==> config.mk <==
export PLATFORM = sky130hd
export DESIGN_NAME = rdma_rd_mux
export DESIGN_NICKNAME = d
export VERILOG_FILES = /design/src/verilog/rdma_rd_pkg.sv /design/src/verilog/meta_fifo.sv /design/src/verilog/rd_beat_counter.sv /design/src/verilog/rd_cmd_router.sv /design/src/verilog/rd_data_select.sv /design/src/verilog/rd_mux_fsm.sv /design/src/verilog/rdma_rd_mux.sv
export SDC_FILE = /design/constraint.sdc
export NUM_CORES = 1
export LEC_CHECK = 0
export ABC_CLOCK_PERIOD_IN_PS = 3100
export BUFFER_PORTS_ARGS = -buffer_cell sky130_fd_sc_hd__buf_2
export CORE_MARGIN = 2
export CORE_UTILIZATION = 50
export CTS_CLUSTER_DIAMETER = 150
export DETAILED_ROUTE_END_ITERATION = 16
export MAX_ROUTING_LAYER = met4
export PLACE_DENSITY_LB_ADDON = 0.25
export SYNTH_ARGS = -nofsm -noshare
export SYNTH_HDL_FRONTEND = slang
export SYNTH_SLANG_ARGS = --single-unit
==> constraint.sdc <==
create_clock -name aclk -period 3.1 [get_ports aclk]
set_input_delay 0.155 -clock aclk [delete_from_list [all_inputs] [get_ports aclk]]
set_output_delay 0.155 -clock aclk [all_outputs]
set_load 0.03 [all_outputs]
==> src/verilog/rdma_rd_pkg.sv <==
// RDMA read mux shared definitions
// Sizes of the region, length, address and data fields, the request
// and sequence entry formats, and the beat count rule used to split
// a byte length into data beats

`default_nettype none

package rdma_rd_pkg;

  // ------------------------------
  // Sizes
  // ------------------------------
  localparam int N_REGIONS       = 4;
  localparam int REGION_BITS     = 2;
  localparam int LEN_BITS        = 16;
  localparam int ADDR_BITS       = 32;
  localparam int DATA_BITS       = 64;
  // 8 bytes per beat
  localparam int BEAT_LOG_BITS   = 3;
  localparam int CNT_BITS        = LEN_BITS - BEAT_LOG_BITS + 1;
  // Queue depths
  localparam int N_OUTSTANDING   = 8;
  localparam int REQ_QUEUE_DEPTH = 4;

  // ------------------------------
  // Entry formats
  // ------------------------------
  // Read request as seen on the command port
  typedef struct packed {
    logic [REGION_BITS-1:0] vfid;
    logic                   host;
    logic [LEN_BITS-1:0]    len;
    logic [ADDR_BITS-1:0]   vaddr;
  } req_t;

  // In-order record of every accepted request
  typedef struct packed {
    logic [REGION_BITS-1:0] vfid;
    logic [LEN_BITS-1:0]    len;
  } seq_t;

  // Beats minus one, rounded up to whole beats
  // Length must be at least 1
  function automatic logic [CNT_BITS-1:0] beats_minus_one(input logic [LEN_BITS-1:0] len);
    logic [CNT_BITS-1:0] whole;
    whole = CNT_BITS'(len[LEN_BITS-1:BEAT_LOG_BITS]);
    // Partial tail beat adds one, which cancels the minus one
    if (len[BEAT_LOG_BITS-1:0] != '0) begin
      return whole;
    end
    return whole - 1'b1;
  endfunction

endpackage

`default_nettype wire
==> src/verilog/meta_fifo.sv <==
// Synchronous metadata FIFO
// Circular buffer with separate read and write pointers and an
// occupancy count. Payload type is a parameter so the same block
// holds region requests and sequence entries.
// A pushed entry is visible on the output one cycle later.

`timescale 1ns/1ps
`default_nettype none

module meta_fifo #(
  parameter type T     = logic [7:0],
  parameter int  DEPTH = 4
) (
  input  wire  aclk,
  input  wire  aresetn,
  // Write side
  input  wire  in_valid,
  output logic in_ready,
  input  wire  T in_data,
  // Read side
  output logic out_valid,
  input  wire  out_ready,
  output T     out_data
);

  localparam int PTR_W = (DEPTH > 1) ? $clog2(DEPTH) : 1;
  localparam int CNT_W = $clog2(DEPTH + 1);

  T                 mem [DEPTH];
  logic [PTR_W-1:0] wr_ptr;
  logic [PTR_W-1:0] rd_ptr;
  logic [CNT_W-1:0] count;
  logic             push;
  logic             pop;

  // Full only blocks the writer
  assign in_ready  = (count != CNT_W'(DEPTH));
  assign out_valid = (count != '0);
  assign push      = in_valid & in_ready;
  assign pop       = out_valid & out_ready;

  // Head entry straight from storage
  assign out_data = mem[rd_ptr];

  // ------------------------------
  // Storage
  // ------------------------------
  always_ff @(posedge aclk) begin
    if (push) begin
      mem[wr_ptr] <= in_data;
    end
  end

  // ------------------------------
  // Pointers and occupancy
  // ------------------------------
  always_ff @(posedge aclk) begin
    if (!aresetn) begin
      wr_ptr <= '0;
      rd_ptr <= '0;
      count  <= '0;
    end else begin
      if (push) begin
        wr_ptr <= (wr_ptr == PTR_W'(DEPTH - 1)) ? '0 : wr_ptr + 1'b1;
      end
      if (pop) begin
        rd_ptr <= (rd_ptr == PTR_W'(DEPTH - 1)) ? '0 : rd_ptr + 1'b1;
      end
      // Simultaneous push and pop leaves the count alone
      case ({push, pop})
        2'b10:   count <= count + 1'b1;
        2'b01:   count <= count - 1'b1;
        default: count <= count;
      endcase
    end
  end

endmodule

`default_nettype wire

==> src/verilog/rd_beat_counter.sv <==
// Read beat counter
// Loads the number of beats minus one for a request and counts down
// on every output beat. Flags the beat that ends the request.

`timescale 1ns/1ps
`default_nettype none

module rd_beat_counter (
  input  wire                              aclk,
  input  wire                              aresetn,
  // Load strobe with the byte length of the next request
  input  wire                              load,
  input  wire [rdma_rd_pkg::LEN_BITS-1:0]  load_len,
  // One pulse per output transfer
  input  wire                              beat_fire,
  output logic                             last_beat
);

  // Remaining beats minus one
  logic [rdma_rd_pkg::CNT_BITS-1:0] cnt;

  // Final beat when nothing is left after this one
  assign last_beat = (cnt == '0) & beat_fire;

  // ------------------------------
  // Count register
  // ------------------------------
  always_ff @(posedge aclk) begin
    if (!aresetn) begin
      cnt <= '0;
    end else if (load) begin
      // Load wins over the last-beat decrement of the previous request
      cnt <= rdma_rd_pkg::beats_minus_one(load_len);
    end else if (beat_fire && (cnt != '0)) begin
      cnt <= cnt - 1'b1;
    end
  end

endmodule

`default_nettype wire

==> src/verilog/rd_cmd_router.sv <==
// Read command router
// Accepts requests from the command port. Every request leaves a
// sequence entry; host requests are also pushed to the queue of the
// region named by vfid. Both pushes happen in the accept cycle, and
// the request waits while either target is full.

`timescale 1ns/1ps
`default_nettype none

module rd_cmd_router (
  // Command port
  input  wire                                 req_valid,
  output logic                                req_ready,
  input  wire rdma_rd_pkg::req_t              req_data,
  // Region request queues, one push per region
  output logic [rdma_rd_pkg::N_REGIONS-1:0]   rq_valid,
  input  wire  [rdma_rd_pkg::N_REGIONS-1:0]   rq_ready,
  output rdma_rd_pkg::req_t                   rq_data,
  // Sequence queue
  output logic                                seq_valid,
  input  wire                                 seq_ready,
  output rdma_rd_pkg::seq_t                   seq_data
);

  logic                                 host;
  logic [rdma_rd_pkg::REGION_BITS-1:0]  vfid;
  logic                                 region_ok;
  logic                                 accept;

  // ------------------------------
  // Decode
  // ------------------------------
  assign host = req_data.host;
  assign vfid = req_data.vfid;

  // Target region only matters for host requests
  assign region_ok = ~host | rq_ready[vfid];

  // Joint acceptance, combinational on queue state
  assign req_ready = seq_ready & region_ok;
  assign accept    = req_valid & req_ready;

  // ------------------------------
  // Sequence entry
  // ------------------------------
  // Written for host and non-host requests alike
  assign seq_valid     = accept;
  assign seq_data.vfid = vfid;
  assign seq_data.len  = req_data.len;

  // ------------------------------
  // Region push
  // ------------------------------
  // Request travels unchanged
  assign rq_data = req_data;

  // At most one region raised, and only for host requests
  always_comb begin
    rq_valid = '0;
    for (int i = 0; i < rdma_rd_pkg::N_REGIONS; i++) begin
      if (vfid == rdma_rd_pkg::REGION_BITS'(i)) begin
        rq_valid[i] = accept & host;
      end
    end
  end

endmodule

`default_nettype wire

==> src/verilog/rd_data_select.sv <==
// Read data selector
// Combinational crossbar from the region data streams to the single
// output stream. Only the selected region sees tready; all others
// are held off. tlast passes through from the source.

`timescale 1ns/1ps
`default_nettype none

module rd_data_select (
  input  wire                                                       active,
  input  wire  [rdma_rd_pkg::REGION_BITS-1:0]                       sel_vfid,
  // Region streams
  input  wire  [rdma_rd_pkg::N_REGIONS-1:0]                         rd_tvalid,
  output logic [rdma_rd_pkg::N_REGIONS-1:0]                         rd_tready,
  input  wire  [rdma_rd_pkg::N_REGIONS-1:0][rdma_rd_pkg::DATA_BITS-1:0] rd_tdata,
  input  wire  [rdma_rd_pkg::N_REGIONS-1:0]                         rd_tlast,
  // Output stream
  output logic                                                      out_tvalid,
  input  wire                                                       out_tready,
  output logic [rdma_rd_pkg::DATA_BITS-1:0]                         out_tdata,
  output logic                                                      out_tlast,
  // Output transfer strobe
  output logic                                                      beat_fire
);

  // Valid only while a request is being served
  assign out_tvalid = active & rd_tvalid[sel_vfid];
  assign out_tdata  = rd_tdata[sel_vfid];
  assign out_tlast  = rd_tlast[sel_vfid];
  assign beat_fire  = out_tvalid & out_tready;

  // Back-pressure reaches the selected region only
  always_comb begin
    for (int i = 0; i < rdma_rd_pkg::N_REGIONS; i++) begin
      rd_tready[i] = active & out_tready &
                     (sel_vfid == rdma_rd_pkg::REGION_BITS'(i));
    end
  end

endmodule

`default_nettype wire

==> src/verilog/rd_mux_fsm.sv <==
// Read data mux controller
// Pops sequence entries in order and holds the region whose data is
// being forwarded. Pops immediately when idle, and on the last beat
// of a request when the next entry is already waiting, so successive
// requests run without gaps.

`timescale 1ns/1ps
`default_nettype none

module rd_mux_fsm (
  input  wire                                   aclk,
  input  wire                                   aresetn,
  // Sequence queue output
  input  wire                                   seq_valid,
  output logic                                  seq_ready,
  input  wire rdma_rd_pkg::seq_t                seq_data,
  // End of current request
  input  wire                                   last_beat,
  // Counter load, region select
  output logic                                  load,
  output logic                                  active,
  output logic [rdma_rd_pkg::REGION_BITS-1:0]   sel_vfid
);

  typedef enum logic {
    ST_IDLE,
    ST_MUX
  } state_t;

  state_t state;
  state_t state_nxt;

  // Ready when idle or finishing the current request
  assign seq_ready = (state == ST_IDLE) | last_beat;
  assign load      = seq_valid & seq_ready;
  assign active    = (state == ST_MUX);

  // ------------------------------
  // Next state
  // ------------------------------
  always_comb begin
    state_nxt = state;
    case (state)
      ST_IDLE: begin
        if (seq_valid) state_nxt = ST_MUX;
      end
      ST_MUX: begin
        // Stay if a successor is popped on the last beat
        if (last_beat && !seq_valid) state_nxt = ST_IDLE;
      end
      default: state_nxt = ST_IDLE;
    endcase
  end

  always_ff @(posedge aclk) begin
    if (!aresetn) begin
      state    <= ST_IDLE;
      sel_vfid <= '0;
    end else begin
      state <= state_nxt;
      // Region latched with the pop
      if (load) sel_vfid <= seq_data.vfid;
    end
  end

endmodule

`default_nettype wire

==> src/verilog/rdma_rd_mux.sv <==
// RDMA read mux top level
// Routes read requests to per-region request queues and records
// every request in an in-order sequence queue. The controller,
// beat counter and selector then drain the region data streams
// onto one output stream in request order.

`timescale 1ns/1ps
`default_nettype none

module rdma_rd_mux (
  input  wire                                                       aclk,
  input  wire                                                       aresetn,
  // Command port
  input  wire                                                       req_valid,
  output logic                                                      req_ready,
  input  wire rdma_rd_pkg::req_t                                    req_data,
  // Region request queues
  output logic [rdma_rd_pkg::N_REGIONS-1:0]                         m_req_valid,
  input  wire  [rdma_rd_pkg::N_REGIONS-1:0]                         m_req_ready,
  output rdma_rd_pkg::req_t [rdma_rd_pkg::N_REGIONS-1:0]            m_req_data,
  // Region read data
  input  wire  [rdma_rd_pkg::N_REGIONS-1:0]                         rd_tvalid,
  output logic [rdma_rd_pkg::N_REGIONS-1:0]                         rd_tready,
  input  wire  [rdma_rd_pkg::N_REGIONS-1:0][rdma_rd_pkg::DATA_BITS-1:0] rd_tdata,
  input  wire  [rdma_rd_pkg::N_REGIONS-1:0]                         rd_tlast,
  // Merged output
  output logic                                                      out_tvalid,
  input  wire                                                       out_tready,
  output logic [rdma_rd_pkg::DATA_BITS-1:0]                         out_tdata,
  output logic                                                      out_tlast
);

  // Router to region queues
  logic [rdma_rd_pkg::N_REGIONS-1:0]    rq_valid;
  logic [rdma_rd_pkg::N_REGIONS-1:0]    rq_ready;
  rdma_rd_pkg::req_t                    rq_data;
  // Router to sequence queue
  logic                                 seq_in_valid;
  logic                                 seq_in_ready;
  rdma_rd_pkg::seq_t                    seq_in_data;
  // Sequence queue to controller
  logic                                 seq_out_valid;
  logic                                 seq_out_ready;
  rdma_rd_pkg::seq_t                    seq_out_data;
  // Controller, counter, selector
  logic                                 load;
  logic                                 active;
  logic [rdma_rd_pkg::REGION_BITS-1:0]  sel_vfid;
  logic                                 beat_fire;
  logic                                 last_beat;

  // ------------------------------
  // Command side
  // ------------------------------
  rd_cmd_router i_router (
    .req_valid (req_valid),
    .req_ready (req_ready),
    .req_data  (req_data),
    .rq_valid  (rq_valid),
    .rq_ready  (rq_ready),
    .rq_data   (rq_data),
    .seq_valid (seq_in_valid),
    .seq_ready (seq_in_ready),
    .seq_data  (seq_in_data)
  );

  // One request queue per region
  for (genvar g = 0; g < rdma_rd_pkg::N_REGIONS; g++) begin : g_req_que
    meta_fifo #(
      .T     (rdma_rd_pkg::req_t),
      .DEPTH (rdma_rd_pkg::REQ_QUEUE_DEPTH)
    ) i_req_que (
      .aclk      (aclk),
      .aresetn   (aresetn),
      .in_valid  (rq_valid[g]),
      .in_ready  (rq_ready[g]),
      .in_data   (rq_data),
      .out_valid (m_req_valid[g]),
      .out_ready (m_req_ready[g]),
      .out_data  (m_req_data[g])
    );
  end

  // Outstanding requests in arrival order
  meta_fifo #(
    .T     (rdma_rd_pkg::seq_t),
    .DEPTH (rdma_rd_pkg::N_OUTSTANDING)
  ) i_seq_que (
    .aclk      (aclk),
    .aresetn   (aresetn),
    .in_valid  (seq_in_valid),
    .in_ready  (seq_in_ready),
    .in_data   (seq_in_data),
    .out_valid (seq_out_valid),
    .out_ready (seq_out_ready),
    .out_data  (seq_out_data)
  );

  // ------------------------------
  // Data side
  // ------------------------------
  rd_mux_fsm i_fsm (
    .aclk      (aclk),
    .aresetn   (aresetn),
    .seq_valid (seq_out_valid),
    .seq_ready (seq_out_ready),
    .seq_data  (seq_out_data),
    .last_beat (last_beat),
    .load      (load),
    .active    (active),
    .sel_vfid  (sel_vfid)
  );

  rd_beat_counter i_cnt (
    .aclk      (aclk),
    .aresetn   (aresetn),
    .load      (load),
    .load_len  (seq_out_data.len),
    .beat_fire (beat_fire),
    .last_beat (last_beat)
  );

  rd_data_select i_sel (
    .active     (active),
    .sel_vfid   (sel_vfid),
    .rd_tvalid  (rd_tvalid),
    .rd_tready  (rd_tready),
    .rd_tdata   (rd_tdata),
    .rd_tlast   (rd_tlast),
    .out_tvalid (out_tvalid),
    .out_tready (out_tready),
    .out_tdata  (out_tdata),
    .out_tlast  (out_tlast),
    .beat_fire  (beat_fire)
  );

endmodule

`default_nettype wire

==> flow_summary.toml <==
[yosys]
synth_fp_nets = 2195
synth_cell_types = 66
synth_seq_area_share_pct = 75.3
avgSynthCellArea_sq_um = 21.8
async_flop_share_pct = 0
synth_edf_count = 960
yosys_warnings = 0
ys_ff_latch = 1026
syn_area_sq_um = 40100
syn_inst = 1834
synth_flop_cell = "edfxtp_1"

[min_path]
holdPathStages = 1
holdCritStartpoint = "req_data[40]"
hold_end = "i_seq_que.mem[7][8]$_DFFE_PP_"
hp-class = "in2reg"

[clock_tree]
clock_sinks = 1026
clk_latency_ns = 0.66
cts_tree = "built"
cts-buffers-inserted = 99
cts_max_path_buffers = 3
h-tree-depth = 3
clkTransAtPathRegs_ns = 0.07
clockRootBuffer = "clkbuf_16"

[sta]
slew_headroom_pct = 28.4
tightest_slew_ns = 1.07
clock_skew_ns = 0.0360
drv_slew = 0
fmax_mhz = 330
min_period_ns = 3.03
fin_ws_ns = 0.0724
setup_viol_count_final = 0
period_share_pct = 97.7
tns_ns = 0
rsz0062_at_grt = "true"
hold_viol_final = 0

[routing]
drtPass1Iterations = 5
vias = 22100
wl_met1_um = 46100
dr_wl_met3_um = 9640
wl_um = 119000
ant_nets = 0
avgRoutedWirePerCell_um = 31.9
drc = 0
wl_met2_um = 57900
detail_route.vias_per_cell = 5.92
drt_iter0_drc = 2194
highest_layer = "met4"

[floorplan]
die-height_um = 287
initial_core_util_pct = 50.6
die-area_sq_um = 82400
rows = 103
io_pins = 602
core_sq_um = 79100
die_w_um = 287

[power]
p_leak_nw = 16.5
clkPwrFrac_pct = 33.5
netSwitchingPower_w = 0.0100
p_sw_share_pct = 28.7
internal_power_w = 0.0249
peakVddDrop_mv = 0.514
p_per_area_nw_per_um2 = 714
seq_power_share_pct = 45.1
pwr-share-comb_pct = 21.4

[cells_and_area]
area_growth_pct = 22.1
final_cell_mix = "edfxtp_1, buf_2, mux4_2"
nFillCells = 5567
finalNetCount = 2931
postLayoutCoreUtil_pct = 61.8
finalInstanceArea_sq_um = 48900
final_common_cell = "edfxtp_1"
layout-drive-gt1-share_pct = 44.2

[placed_design]
dp.final_hpwl_um = 82500
io_buffers = 601
gp_congestion = 1.04
placed_cell_area_sq_um = 44900
pre_cts_ws_ns = -0.0750

[global_routing]
grt_pass1_wl_um = 166000
overflow = 0
grt_max_degree = 70
grt_pass1_vias = 22000
track_usage_pct = 29.8
antenna_found_initial = 64

[worst_setup_path]
worstReg2RegEnd = "g_req_que[3].i_req_que.count[2]$_SDFFE_PN0P_"
r2r_setup_slack_ns = 0.07
required_ns = 3.67
crit_path_start_kind = "flip-flop"
r2r-start = "g_req_que[3].i_req_que.count[0]$_SDFFE_PN0P_"
critical_path_class = "reg2reg"
critPathMaxFanout = 4
cp.arrival_ns = 3.59
reg2reg_depth = 13
critPathCaptureType = "flip-flop"

[flow_run]
drv_cap = 0

[run_status]
outcome = "completed"
-- flip-flops by register name (all words and copies together) (netlist names), named ones only --
name / cells
i_seq_que.wr_ptr: 3
i_fsm.active: 1
i_cnt.cnt: 14
i_seq_que.count: 4
g_req_que.i_req_que.count: 12
g_req_que.i_req_que.rd_ptr: 8
i_fsm.sel_vfid: 2
g_req_que.i_req_que.mem: 816
g_req_que.i_req_que.wr_ptr: 8
i_seq_que.mem: 144
i_seq_que.rd_ptr: 3
-- power groups by stage --
stage | combinational [W] | clock (W) | sequential [W]
floorplan | 0.00506 | 0 | 0.0159
global placement | 0.00727 | 0 | 0.0160
detailed placement | 0.00734 | 0 | 0.0161
CTS | 0.00743 | 0.0119 | 0.0158
global route | 0.00788 | 0.0124 | 0.0158
finish | 0.00746 | 0.0117 | 0.0158
-- cells by family after synthesis --
family	synth area share, %
flip-flops	75.3
multiplexers	17.5
AND/OR/NAND/NOR	2.79
buffers and inverters	1.34
AO/OA/AOI/OAI	1.25
adder cells (fa/ha/maj)	1.26
XOR/XNOR	0.634
-- layout make-up --
type,count,area (sq um),area share [%]
Timing Repair Buffer,724,4410,9.01
Multi-Input combinational cell,682,9570,19.6
Inverter,37,139,0.284
Tap cell,1050,1310,2.69
Antenna cell,25,62.6,0.128
Sequential cell,1026,30200,61.7
Clock buffer,126,2670,5.46
Clock inverter,59,543,1.11
-- cells in the mapped netlist, types with 5 or more instances --
cell	count	share of area [%]
a211oi_1	5	0.094
a21oi_1	34	0.42
clkbuf_1	43	0.40
dfxtp_1	66	3.3
nor2_1	45	0.42
and2_1	19	0.30
nor3b_1	7	0.13
nand3_1	7	0.087
o21ai_0	15	0.19
nor4_1	9	0.14
buf_2	6	0.075
xor2_1	26	0.57
ha_1	34	1.1
a22oi_1	8	0.15
or3_1	15	0.23
nor3_1	20	0.25
inv_1	35	0.33
mux4_2	283	16
buf_1	31	0.29
mux2i_1	30	0.75
mux4_1	11	0.72
nand2b_1	5	0.078
edfxtp_1	960	72
nand2_1	48	0.45
-- through the flow --
step	hold slack [ns]	total power [W]	cells
2_1_floorplan	0.254	0.0209	1834
3_3_place_gp	0.464	0.0233	3458
3_5_place_dp	0.469	0.0234	3458
4_1_cts	0.0000500	0.0351	3699
5_1_grt	0.0188	0.0361	3719
6_report	0.0215	0.0349	3729
-- repair_timing --
| action | CTS | global route |
|---|---|---|
| hold buffers | 55 | 0 |
| buffers inserted | 1 | 5 |
| setup endpoints to repair | 5 | 5 |
| resized for setup | 4 | 25 |
| gates cloned | 0 | 0 |
| hold endpoints to repair | 856 | 0 |
| pin swaps | 2 | 9 |
-- per-layer routing --
layer	global-route usage, %	up-vias
li1	-	9169
met1	39.1	11600
met2	47.8	1081
met3	5.61	227
met4	9.27	0
met5	-	-
-- how the worst max path moves through the flow --
stage / startpoint / to / depth (start not counted)
floorplan: g_req_que[0].i_req_que.count[0]$_SDFFE_PN0P_ / g_req_que[0].i_req_que.count[2]$_SDFFE_PN0P_ / 14
global route: g_req_que[3].i_req_que.count[0]$_SDFFE_PN0P_ / g_req_que[0].i_req_que.count[2]$_SDFFE_PN0P_ / 13
CTS: g_req_que[3].i_req_que.count[0]$_SDFFE_PN0P_ / g_req_que[0].i_req_que.count[2]$_SDFFE_PN0P_ / 13
finish: g_req_que[3].i_req_que.count[0]$_SDFFE_PN0P_ / g_req_que[3].i_req_que.count[2]$_SDFFE_PN0P_ / 13
global placement: g_req_que[0].i_req_que.count[0]$_SDFFE_PN0P_ / g_req_que[0].i_req_que.count[2]$_SDFFE_PN0P_ / 13
detailed placement: g_req_que[0].i_req_que.count[0]$_SDFFE_PN0P_ / g_req_que[1].i_req_que.count[2]$_SDFFE_PN0P_ / 13
-- critical path, stage by stage (launching register included) --
cell and delay (ns):
dfxtp_2 0.33, or3b_4 0.40, a222oi_1 0.44, a32oi_2 0.18
and2_4 0.21, nand2_4 0.09, nor2_1 0.07, inv_1 0.06
ha_2 0.19, inv_1 0.06, fa_2 0.33, xor2_1 0.15
or3_1 0.32, a21oi_2 0.12
Note: power is estimated with default switching activity, not from simulation.
